$ cat src/hdl/snoop_pkg.sv
package snoop_pkg;

   // word address into the shared memory, 64 words.
   localparam int ADDR_W = 6;
   localparam int DATA_W = 16;
   localparam int OP_W   = 2;

   // full request word as posted by a core.
   localparam int REQ_W = OP_W + ADDR_W + DATA_W;

   // opcodes; other values complete without touching memory.
   localparam logic [OP_W-1:0] OP_READ  = 2'd1;
   localparam logic [OP_W-1:0] OP_WRITE = 2'd2;

   // one request word, read two ways depending on its opcode.
   // op and addr sit in the same bits in both views.
   typedef union packed {
      struct packed {
         logic [OP_W-1:0]   op;
         logic [ADDR_W-1:0] addr;
         logic [DATA_W-1:0] wdata;   // data to store.
      } wr;
      struct packed {
         logic [OP_W-1:0]   op;
         logic [ADDR_W-1:0] addr;
         logic [DATA_W-1:0] unused;  // don't care on a read.
      } rd;
   } req_word_u;

endpackage

$ cat src/hdl/tree_node.sv
`timescale 1ns/1ns

module tree_node #(
   parameter int TAG_SZ       = 2,
   parameter bit ENABLE_DELAY = 1'b0
) (
   input  logic              clk,
   input  logic              rst_n_i,

   input  logic [TAG_SZ-1:0] left_tag_i,
   input  logic              left_rdy_i,
   output logic              left_ack_o,

   input  logic [TAG_SZ-1:0] right_tag_i,
   input  logic              right_rdy_i,
   output logic              right_ack_o,

   output logic [TAG_SZ-1:0] tag_o,
   output logic              rdy_o,
   input  logic              ack_i
);

   logic pick_right;   // combinational choice.
   logic prio_right;   // on a tie, take the right child.
   logic sel;          // choice the ack is routed by.

   // left wins unless it is idle or the right child is owed a turn.
   assign pick_right = right_rdy_i & (~left_rdy_i | prio_right);

   // after every grant favour the child that was not served.
   always_ff @(posedge clk or negedge rst_n_i) begin
      if (!rst_n_i) begin
         prio_right <= 1'b0;
      end else if (ack_i) begin
         prio_right <= ~sel;
      end
   end

   assign left_ack_o  = ack_i & ~sel;
   assign right_ack_o = ack_i & sel;

   if (ENABLE_DELAY) begin : g_delay
      logic              rdy_q;
      logic              sel_q;
      logic [TAG_SZ-1:0] tag_q;

      // a pending entry is held until acked, so the choice cannot move
      // under back-pressure. the valid drops for one cycle after an ack.
      always_ff @(posedge clk or negedge rst_n_i) begin
         if (!rst_n_i) begin
            rdy_q <= 1'b0;
            sel_q <= 1'b0;
         end else if (ack_i) begin
            rdy_q <= 1'b0;
         end else if (!rdy_q) begin
            rdy_q <= left_rdy_i | right_rdy_i;
            sel_q <= pick_right;
         end
      end

      always_ff @(posedge clk) begin
         if (!rdy_q) begin
            tag_q <= pick_right ? right_tag_i : left_tag_i;
         end
      end

      assign sel   = sel_q;
      assign rdy_o = rdy_q;
      assign tag_o = tag_q;
   end else begin : g_comb
      assign sel   = pick_right;
      assign rdy_o = left_rdy_i | right_rdy_i;
      assign tag_o = pick_right ? right_tag_i : left_tag_i;   // straight through.
   end

endmodule

$ cat src/hdl/tag_tree.sv
`timescale 1ns/1ns

module tag_tree #(
   parameter int N_CORES    = 4,
   parameter int TAG_SZ     = 2,
   parameter int DELAY_CONF = 1
) (
   input  logic               clk,
   input  logic               rst_n_i,

   output logic [TAG_SZ-1:0]  tag_o,
   output logic               rdy_o,
   input  logic               ack_i,

   input  logic [N_CORES-1:0] rdy_i,
   output logic [N_CORES-1:0] ack_o
);

   if (N_CORES == 1) begin : g_single
      // one core, nothing to arbitrate.
      assign tag_o    = '0;
      assign rdy_o    = rdy_i[0];
      assign ack_o[0] = ack_i;
   end else begin : g_tree
      // heap layout. leaves are 0..N-1, node k drives slot N+k,
      // and the root ends up in the last slot.
      logic [TAG_SZ-1:0] tags [2*N_CORES-1];
      logic              rdys [2*N_CORES-1];
      logic              acks [2*N_CORES-1];

      for (genvar k = 0; k < N_CORES; k++) begin : g_leaf
         assign tags[k]  = TAG_SZ'(k);   // leaf tag is the core index.
         assign rdys[k]  = rdy_i[k];
         assign ack_o[k] = acks[k];
      end

      for (genvar k = 0; k < N_CORES - 1; k++) begin : g_node
         tree_node #(
            .TAG_SZ       (TAG_SZ),
            .ENABLE_DELAY (((DELAY_CONF == 1) && ($clog2(N_CORES - k) % 2 == 1)) ||
                           (DELAY_CONF == 2))
         ) u_node (
            .clk         (clk),
            .rst_n_i     (rst_n_i),
            .left_tag_i  (tags[2*k]),
            .left_rdy_i  (rdys[2*k]),
            .left_ack_o  (acks[2*k]),
            .right_tag_i (tags[2*k+1]),
            .right_rdy_i (rdys[2*k+1]),
            .right_ack_o (acks[2*k+1]),
            .tag_o       (tags[N_CORES+k]),
            .rdy_o       (rdys[N_CORES+k]),
            .ack_i       (acks[N_CORES+k])
         );
      end

      assign tag_o              = tags[2*N_CORES-2];
      assign rdy_o              = rdys[2*N_CORES-2];
      assign acks[2*N_CORES-2] = ack_i;   // root ack from the memory.
   end

endmodule

$ cat src/hdl/core_port.sv
`timescale 1ns/1ns

module core_port (
   input  logic                 clk,
   input  logic                 rst_n_i,

   input  logic                 req_valid_i,
   input  snoop_pkg::req_word_u req_word_i,

   output logic                 rdy_o,
   input  logic                 ack_i,
   output snoop_pkg::req_word_u req_word_o,

   input  logic                 done_i,
   output logic                 busy_o
);

   localparam logic [1:0] ST_IDLE = 2'd0;
   localparam logic [1:0] ST_REQ  = 2'd1;   // rdy up, waiting for grant.
   localparam logic [1:0] ST_WAIT = 2'd2;   // granted, waiting for done.

   logic [1:0]           state;
   logic                 accept;
   snoop_pkg::req_word_u word_q;

   // busy drops in the very cycle done shows up, so a core may
   // post its next request straight away.
   assign busy_o = (state == ST_REQ) | ((state == ST_WAIT) & ~done_i);
   assign rdy_o  = (state == ST_REQ);
   assign accept = req_valid_i & ~busy_o;   // pulses while busy are dropped.

   always_ff @(posedge clk or negedge rst_n_i) begin
      if (!rst_n_i) begin
         state <= ST_IDLE;
      end else begin
         case (state)
            ST_IDLE: begin
               if (accept) state <= ST_REQ;
            end
            ST_REQ: begin
               if (ack_i) state <= ST_WAIT;   // rdy falls on this edge.
            end
            ST_WAIT: begin
               if (done_i) state <= accept ? ST_REQ : ST_IDLE;
            end
            default: begin
               state <= ST_IDLE;
            end
         endcase
      end
   end

   // held request word.
   always_ff @(posedge clk) begin
      if (accept) begin
         word_q <= req_word_i;
      end
   end

   assign req_word_o = word_q;

endmodule

$ cat src/hdl/shared_mem.sv
`timescale 1ns/1ns

module shared_mem #(
   parameter int N_CORES = 4,
   parameter int TAG_SZ  = 2
) (
   input  logic                                 clk,
   input  logic                                 rst_n_i,

   input  logic                                 rdy_i,
   input  logic [TAG_SZ-1:0]                    tag_i,
   output logic                                 ack_o,
   input  logic                                 stall_i,

   input  logic [N_CORES*snoop_pkg::REQ_W-1:0]  req_words_i,

   output logic [N_CORES-1:0]                   done_o,
   output logic [snoop_pkg::DATA_W-1:0]         rdata_o
);

   localparam int DEPTH = 2 ** snoop_pkg::ADDR_W;

   logic [snoop_pkg::DATA_W-1:0] mem [DEPTH];
   logic [snoop_pkg::DATA_W-1:0] rdata_q;
   logic [N_CORES-1:0]           done_q;
   snoop_pkg::req_word_u         req;

   // grant whenever the root is ready and memory is not stalled.
   assign ack_o = rdy_i & ~stall_i;

   assign req = req_words_i[tag_i*snoop_pkg::REQ_W +: snoop_pkg::REQ_W];   // granted word.

   // access happens on the ack edge.
   always_ff @(posedge clk) begin
      if (ack_o) begin
         case (req.wr.op)
            snoop_pkg::OP_WRITE: begin
               mem[req.wr.addr] <= req.wr.wdata;
               rdata_q          <= req.wr.wdata;   // echo what was written.
            end
            snoop_pkg::OP_READ: begin
               rdata_q <= mem[req.rd.addr];
            end
            default: begin
               rdata_q <= '0;   // no-op, still completes.
            end
         endcase
      end
   end

   // one-hot done to the granted core, one cycle after ack.
   always_ff @(posedge clk or negedge rst_n_i) begin
      if (!rst_n_i) begin
         done_q <= '0;
      end else begin
         for (int i = 0; i < N_CORES; i++) begin
            done_q[i] <= ack_o && (tag_i == TAG_SZ'(i));
         end
      end
   end

   assign done_o  = done_q;
   assign rdata_o = rdata_q;

endmodule

$ cat src/hdl/cluster_mem_top.sv
`timescale 1ns/1ns

module cluster_mem_top #(
   parameter int N_CORES    = 4,   // power of two.
   parameter int DELAY_CONF = 1
) (
   input  logic                                clk,
   input  logic                                rst_n_i,

   input  logic [N_CORES-1:0]                  req_valid_i,
   input  logic [N_CORES*snoop_pkg::REQ_W-1:0] req_word_i,
   input  logic                                stall_i,

   output logic [N_CORES-1:0]                  busy_o,
   output logic [N_CORES-1:0]                  done_o,
   output logic [snoop_pkg::DATA_W-1:0]        rdata_o
);

   localparam int TAG_SZ = (N_CORES > 1) ? $clog2(N_CORES) : 1;

   logic [N_CORES-1:0]                  port_rdy;
   logic [N_CORES-1:0]                  port_ack;
   logic [N_CORES*snoop_pkg::REQ_W-1:0] port_words;   // held words, core 0 lowest.
   logic [TAG_SZ-1:0]                   root_tag;
   logic                                root_rdy;
   logic                                root_ack;

   for (genvar k = 0; k < N_CORES; k++) begin : g_port
      core_port u_port (
         .clk         (clk),
         .rst_n_i     (rst_n_i),
         .req_valid_i (req_valid_i[k]),
         .req_word_i  (req_word_i[k*snoop_pkg::REQ_W +: snoop_pkg::REQ_W]),
         .rdy_o       (port_rdy[k]),
         .ack_i       (port_ack[k]),
         .req_word_o  (port_words[k*snoop_pkg::REQ_W +: snoop_pkg::REQ_W]),
         .done_i      (done_o[k]),
         .busy_o      (busy_o[k])
      );
   end

   tag_tree #(
      .N_CORES    (N_CORES),
      .TAG_SZ     (TAG_SZ),
      .DELAY_CONF (DELAY_CONF)
   ) u_tree (
      .clk     (clk),
      .rst_n_i (rst_n_i),
      .tag_o   (root_tag),
      .rdy_o   (root_rdy),
      .ack_i   (root_ack),
      .rdy_i   (port_rdy),
      .ack_o   (port_ack)
   );

   shared_mem #(
      .N_CORES (N_CORES),
      .TAG_SZ  (TAG_SZ)
   ) u_mem (
      .clk         (clk),
      .rst_n_i     (rst_n_i),
      .rdy_i       (root_rdy),
      .tag_i       (root_tag),
      .ack_o       (root_ack),
      .stall_i     (stall_i),
      .req_words_i (port_words),
      .done_o      (done_o),
      .rdata_o     (rdata_o)
   );

endmodule

$ cat config.mk
export PLATFORM = sky130hd
export DESIGN_NAME = cluster_mem_top
export DESIGN_NICKNAME = d
export VERILOG_FILES = /design/src/hdl/snoop_pkg.sv /design/src/hdl/tree_node.sv /design/src/hdl/tag_tree.sv /design/src/hdl/core_port.sv /design/src/hdl/shared_mem.sv /design/src/hdl/cluster_mem_top.sv
export SDC_FILE = /design/constraint.sdc
export NUM_CORES = 1
export LEC_CHECK = 0
export ABC_CLOCK_PERIOD_IN_PS = 3200
export BUFFER_PORTS_ARGS = -buffer_cell sky130_fd_sc_hd__buf_2
export CAP_MARGIN = 30
export CORE_ASPECT_RATIO = 0.7
export CORE_MARGIN = 5
export CORE_UTILIZATION = 56
export DETAILED_ROUTE_END_ITERATION = 10
export GPL_ROUTABILITY_DRIVEN = 1
export PLACE_DENSITY_LB_ADDON = 0.2
export SETUP_SLACK_MARGIN = 0.1
export SKIP_LAST_GASP = 1
export SLEW_MARGIN = 20
export SYNTH_ARGS = -nofsm -noshare
export SYNTH_HDL_FRONTEND = slang
export SYNTH_HIERARCHICAL = 1
export SYNTH_SLANG_ARGS = --single-unit
$ cat constraint.sdc
create_clock -name clk -period 3.2 [get_ports clk]
set_input_delay 0 -clock clk [delete_from_list [all_inputs] [get_ports clk]]
set_output_delay 0 -clock clk [all_outputs]
set_load 0.1 [all_outputs]
# == Yosys cells after proc, flatten, opt, wreduce, memory -nomap -nowiden ==
# Memories as Yosys holds them, arrays and structs flattened.
# Cells that the tools add are included.
# totals
in_bits,103
output_inout_bits,24
wordCells,132
ram_bits,1024
reg_bits,131
n_memories,1
# classes
n_mul,1
reduce_logical,14
n_shift,1
bitwise,45
n_mux,29
eq_ne,25
# memory_table
memory,words,word_bits,rd,rd_clocked_by_memory_dff,wr,line,text
u_mem.mem,64,16,1,0,1,shared_mem.sv:23,logic [snoop_pkg::DATA_W-1:0] mem [DEPTH];
# ops
operator,count
$shiftx 96x8->24,1
$pmux 16 s2,1
$mux 2,13
$pmux 2 s3,4
$and 1x1->1,18
$not 1->1,17
$ne 2x1->1 const B,8
$eq 2x2->1 const B,7
$eq 2x1->1 const B,6
$reduce_and 3->1,4
$mux 1,11
$logic_not 2->1,5
$or 1x1->1,10
$ne 2x2->1 const B,4
$logic_and 1x1->1,4
$mul 2x2->4 const B,1
$reduce_and 2->1,1

# == Longest topological paths before layout ==
# depth
depth_word,8
ltp_mapped,12
mapped_depth_nobuf,8

# == Cells and area by module ==
# Netlist, hierarchy kept.
# modules_own_cells
mod,area_each_um2,seq_area_each_um2,instances,cells_per_inst
shared_mem,42152.9,31330.0,1,2744
core_port,842.1,770.7,4,35
tree_node (u_tree.g_tree.g_node[2].u_node),215.2,135.1,1,18
tree_node (u_tree.g_tree.g_node[0].u_node ...),106.4,25.0,2,10
tag_tree,37.5,0.0,1,6

# == Worst setup path before layout ==
# Ideal clock, no wire load.
# synth_timing
path_type,register to register
start,register u_tree.g_tree.g_node[2].u_node.g_delay.tag_q[0]
end,"memory u_mem/mem[14][0] (netlist bit), enable pin"
slack_ns,-0.235
n_path_buf,3
period_less_slack_ns,3.435
setup_ns,0.389
stages_incl_launch_ff,11
arrival_time_ns,3.047
required_time_ns,2.811
path_cell_list,edfxtp_1 -> buf_6 -> buf_6 -> buf_1 -> mux4_2 -> inv_1 -> ha_1 -> nand2_1 -> nor2_1 -> nand3_1 -> nor2_1
# synth_between
elab_chain_cells,6
# synth_rtl
element,line,text
from (decl),tree_node.sv:45,logic [TAG_SZ-1:0] tag_q;
from (signal assigned),tree_node.sv:63,tag_q <= pick_right ? right_tag_i : left_tag_i;
$mul 2x2->4 (*),shared_mem.sv:31,assign req = req_words_i[tag_i*snoop_pkg::REQ_W +: snoop_pkg::REQ_W];
$shiftx 96x8->24 (*),shared_mem.sv:31,
$eq 2x2->1,shared_mem.sv:36,case (req.wr.op)
$mux 1,shared_mem.sv:36,
$mux 1,shared_mem.sv:35,if (ack_o) begin
$mux 1 (implied by the code),shared_mem.sv:38,mem[req.wr.addr] <= req.wr.wdata;
to (decl),shared_mem.sv:23,
# Mark *: on every way between the ends. The rest lies on a longest branch, timed or not.

# == Final worst setup path ==
# layout_timing
start,register u_tree.g_tree.g_node[2].u_node.g_delay.tag_q[0]
end,"register u_mem.rdata_q, in the netlist u_mem/rdata_o[15] (data pin)"
# layout_between
elab_chain_cells,4
elab_cells_between_ends,6
cone_classes,mul (1); eq/ne (2); shift (1); mux (1); memory (1)
# layout_rtl
element,line,text
$mul 2x2->4 (*),shared_mem.sv:31,
$shiftx 96x8->24 (*),shared_mem.sv:31,
"$mem_v2 64x16, or another cell as far along",-,
$pmux 16 s2 (*),shared_mem.sv:36,
to (signal assigned),shared_mem.sv:39,rdata_q <= req.wr.wdata;
to (signal assigned),shared_mem.sv:42,rdata_q <= mem[req.rd.addr];
to (decl),shared_mem.sv:24,logic [snoop_pkg::DATA_W-1:0] rdata_q;
# Marks and branches as above.
# A chain may end at the register's enable or synchronous reset.

==> key figures <==
Status
  – Status: finished, violations left
  – Failing checks: setup timing

Yosys
  – Ys flop type: edfxtp_1
  – Yosys cell types: 62
  – EDFF count, synth: 1,138
  – Post-synthesis sequential area ratio: 0.752
  – Top-area cell type share of the netlist area: 0.743
  – Post-synth top area cell: edfxtp_1
  – Syn avg cell area: 15.7 um2
  – Leading post-synthesis cells by cell area: edfxtp_1 (74%), a211oi_1 (3.7%), mux2i_1 (3.2%)
  – Most common cell in the netlist: edfxtp_1
  – Cell count after synthesis: 2,928
  – Warnings from Yosys: 6
  – Synthesized area: 46,000 um2
  – Async SR Flop Fraction: 0.0147
  – Commonest cells in the netlist: edfxtp_1 (1,138), nand2_1 (356), nor2b_1 (228)
  – #FFs+latches synth: 1,155

Floorplanning
  – I/O Pins: 127
  – Die height: 250 um
  – Core area: 81,000 um2
  – Initial core utilization: 0.568
  – Die width: 353 um
  – Cell Rows: 87
  – Die Area: 88,000 um2

Placed design
  – Placed instance area: 51,600 um2
  – DP Worst Slack: -0.656 ns
  – GPL Wtd Cong: 0.936
  – Cells after DPL: 4,346
  – PortBufs: 126
  – Dpl hpwl: 87,600 um

Pwr
  – Tot Pwr: 50.9 mW
  – Leakage power: 19.7 nW
  – Max VDD drop: 0.559 mV
  – Pwr Density: 882 nW/um2

Layout
  – Area grow syn2layout: 25.5%
  – Multi-input gate area: 11,600 um2
  – Final Non-Filler Cells: 4,684
  – Final Core Density: 0.712
  – Fin area: 57,700 um2
  – Layout cell share with drive strength beyond 1: 0.272
  – Fillers: 4,961
  – Sequential cell area: 34,600 um2
  – Nets: 3,634
  – Ant. Diodes: 0

Worst setup path
  – CP arrival: 4.01 ns
  – Startpoint types: flip-flop
  – Setup CP Type: reg2reg
  – CP Data Required Time: 3.75 ns
  – Worst-path fanout max: 22
  – R2r setup slk: -0.26 ns
  – CP Capture Type: flip-flop

CTS
  – CTS clk-pin slew, worst paths: 0.06 ns
  – H-Tree Depth: 3
  – CTS tree: yes
  – Clk_lat worst skew: 0.68 ns
  – Inserted Clock Buffers: 104
  – Clock root buffer master: clkbuf_16
  – Clock tree buffer depth: 3
  – Clk sinks: 1,155

Global route
  – First-pass GRT wire length: 196,000 um
  – Total gr overflow: 0
  – Tot GR Track Use: 0.304
  – Initial antenna violation count: 4
  – Largest net degree at the start of global routing: 86
  – Vias in the first global route: 28,877

Routing
  – Vias per cell: 6.32
  – DRT Wirelength: 137,000 um
  – DRC violations left: 0
  – Wirelength per Cell: 29.3 um
  – Via count: 29,589
  – DRT antenna net count: 0
  – Initial drt markers: 4,251
  – First drt pass iteration count: 6

Flow run
  – Max_cap viols: 0

STA
  – Worst hold slack: 0.0222 ns
  – Setup violations, final: 15
  – Final Slew Violations: 0
  – Final worst-path cycle share: 1.08
  – Rel. slew slack: 0.297
  – PnR worst setup slack: -0.260 ns
  – Max Clock Skew: 0.0318 ns
  – Worst slew pin tran: 1.05 ns
  – Final Hold Fails: 0
  – Unrepaired setup endpoints after global routing: true
  – Minimum clock period: 3.46 ns
  – Fmax: 289 MHz
  – Fin Setup TNS: -2.02 ns

Hold path
  – Min-Delay Path Class: in2reg
[registers in the layout (all words and copies together), names as in the netlist]
name and flops:
u_tree/g_tree.g_node.u_node/tag_o 2, u_mem/rdata_o 16, g_port.u_port/req_word_o 96, u_tree/g_tree.g_node.u_node/g_delay.sel_q 1
u_tree/g_tree.g_node.u_node/prio_right 3, u_mem/done_o 4, u_tree/g_tree.g_node.u_node/rdy_o 1, g_port.u_port/state 8
u_mem/mem 1024
[where the power goes]
group          total, mW  switching, mW  leakage (nW)  internal (mW)
Combinational       19.0           12.2          7.61           6.79
Sequential          19.2          0.252          10.5           19.0
Clock               12.6           5.46          1.66           7.17
Total               50.9           17.9          19.7           32.9
[final timing paths]
| check | start | to | cells past startpoint |
|---|---|---|---|
| worst min-delay path | req_word_i[48] | g_port[2].u_port/req_word_o[0] | 2 |
| worst max-delay path | u_tree/g_tree.g_node[2].u_node/tag_o[0] | u_mem/rdata_o[15] | 13 |
| worst min register to register | g_port[1].u_port/state[1] | g_port[1].u_port/state[0] | 1 |
| min in group asynchronous | rst_n_i | g_port[1].u_port/state[0] | 3 |
| max in group asynchronous | rst_n_i | g_port[0].u_port/state[0] | 3 |
| worst max register to register | u_tree/g_tree.g_node[2].u_node/tag_o[0] | u_mem/rdata_o[15] | 13 |
[placed cells by master (no fill, tap or decap), drive strengths merged, types with 5 or more instances in the layout]
cell type and n:
o22ai 33, mux2i 146, bufinv 12, buf 557, dfrtp 17, a31oi 53
mux2 16, o21ai 106, a22o 9, nand3 75, mux4 43, edfxtp 1138
nor2 90, clkbuf 139, a21o 9, a211oi 226, nor2b 228, nor4 20
or2 7, a2111oi 6, nor3b 12, and2 7, nand2 356, nand4 20
a21oi 39, dlygate4sd3 104, a32o 6, nor3 7, clkinvlp 6, conb 8
and3 10, clkinv 45, inv 9, a311oi 11, o32ai 5
[cell families (layout without fill, tap and decap cells)]
logic type      Yosys count  count (layout)  share of synthesized area
simple gates            853             853                     0.0917
buf+inv                 192             874                     0.0215
flops                  1155            1155                      0.752
compound gates          519             519                     0.0765
fa+ha+maj                 2               2                   0.000544
mux                     205             205                     0.0572
other cells               2               8                   0.000163
[area by class of cell]
type,count,area share
clock buffers,129,0.0486
clock inverters,64,0.0109
inverters,8,0.000520
multi-input cells,1587,0.201
flip-flops and latches,1155,0.600
well taps,1068,0.0232
repair buffers,673,0.116
[critical path, cell delays in order, from the launching register on]
cell	delay, ns
edfxtp_1	0.35
buf_6	0.13
mux4_4	0.70
buf_6	0.16
buf_12	0.14
buf_12	0.16
buf_4	0.20
nor2b_1	0.12
a211oi_1	0.06
o21ai_0	0.22
o21ai_0	0.16
buf_4	0.22
a2111oi_4	0.47
a22o_1	0.22
[what timing repair did]
action,4_1_cts,5_1_grt
gates resized for setup,93,149
gates cloned,3,11
setup endpoints to repair,162,278
hold buffers,104,0
endpoints found under the hold margin,139,0
buffers inserted,6,21
pin swaps,20,44
[metal layers]
layer	vias to the layer above	wire length, um	track usage
met3	246	20000	0.0882
met4	0	3860	0.0818
li1	12539	-	-
met2	2015	60500	0.447
met5	-	0	0
met1	14789	53000	0.452
(Power assumes the default switching activity.)
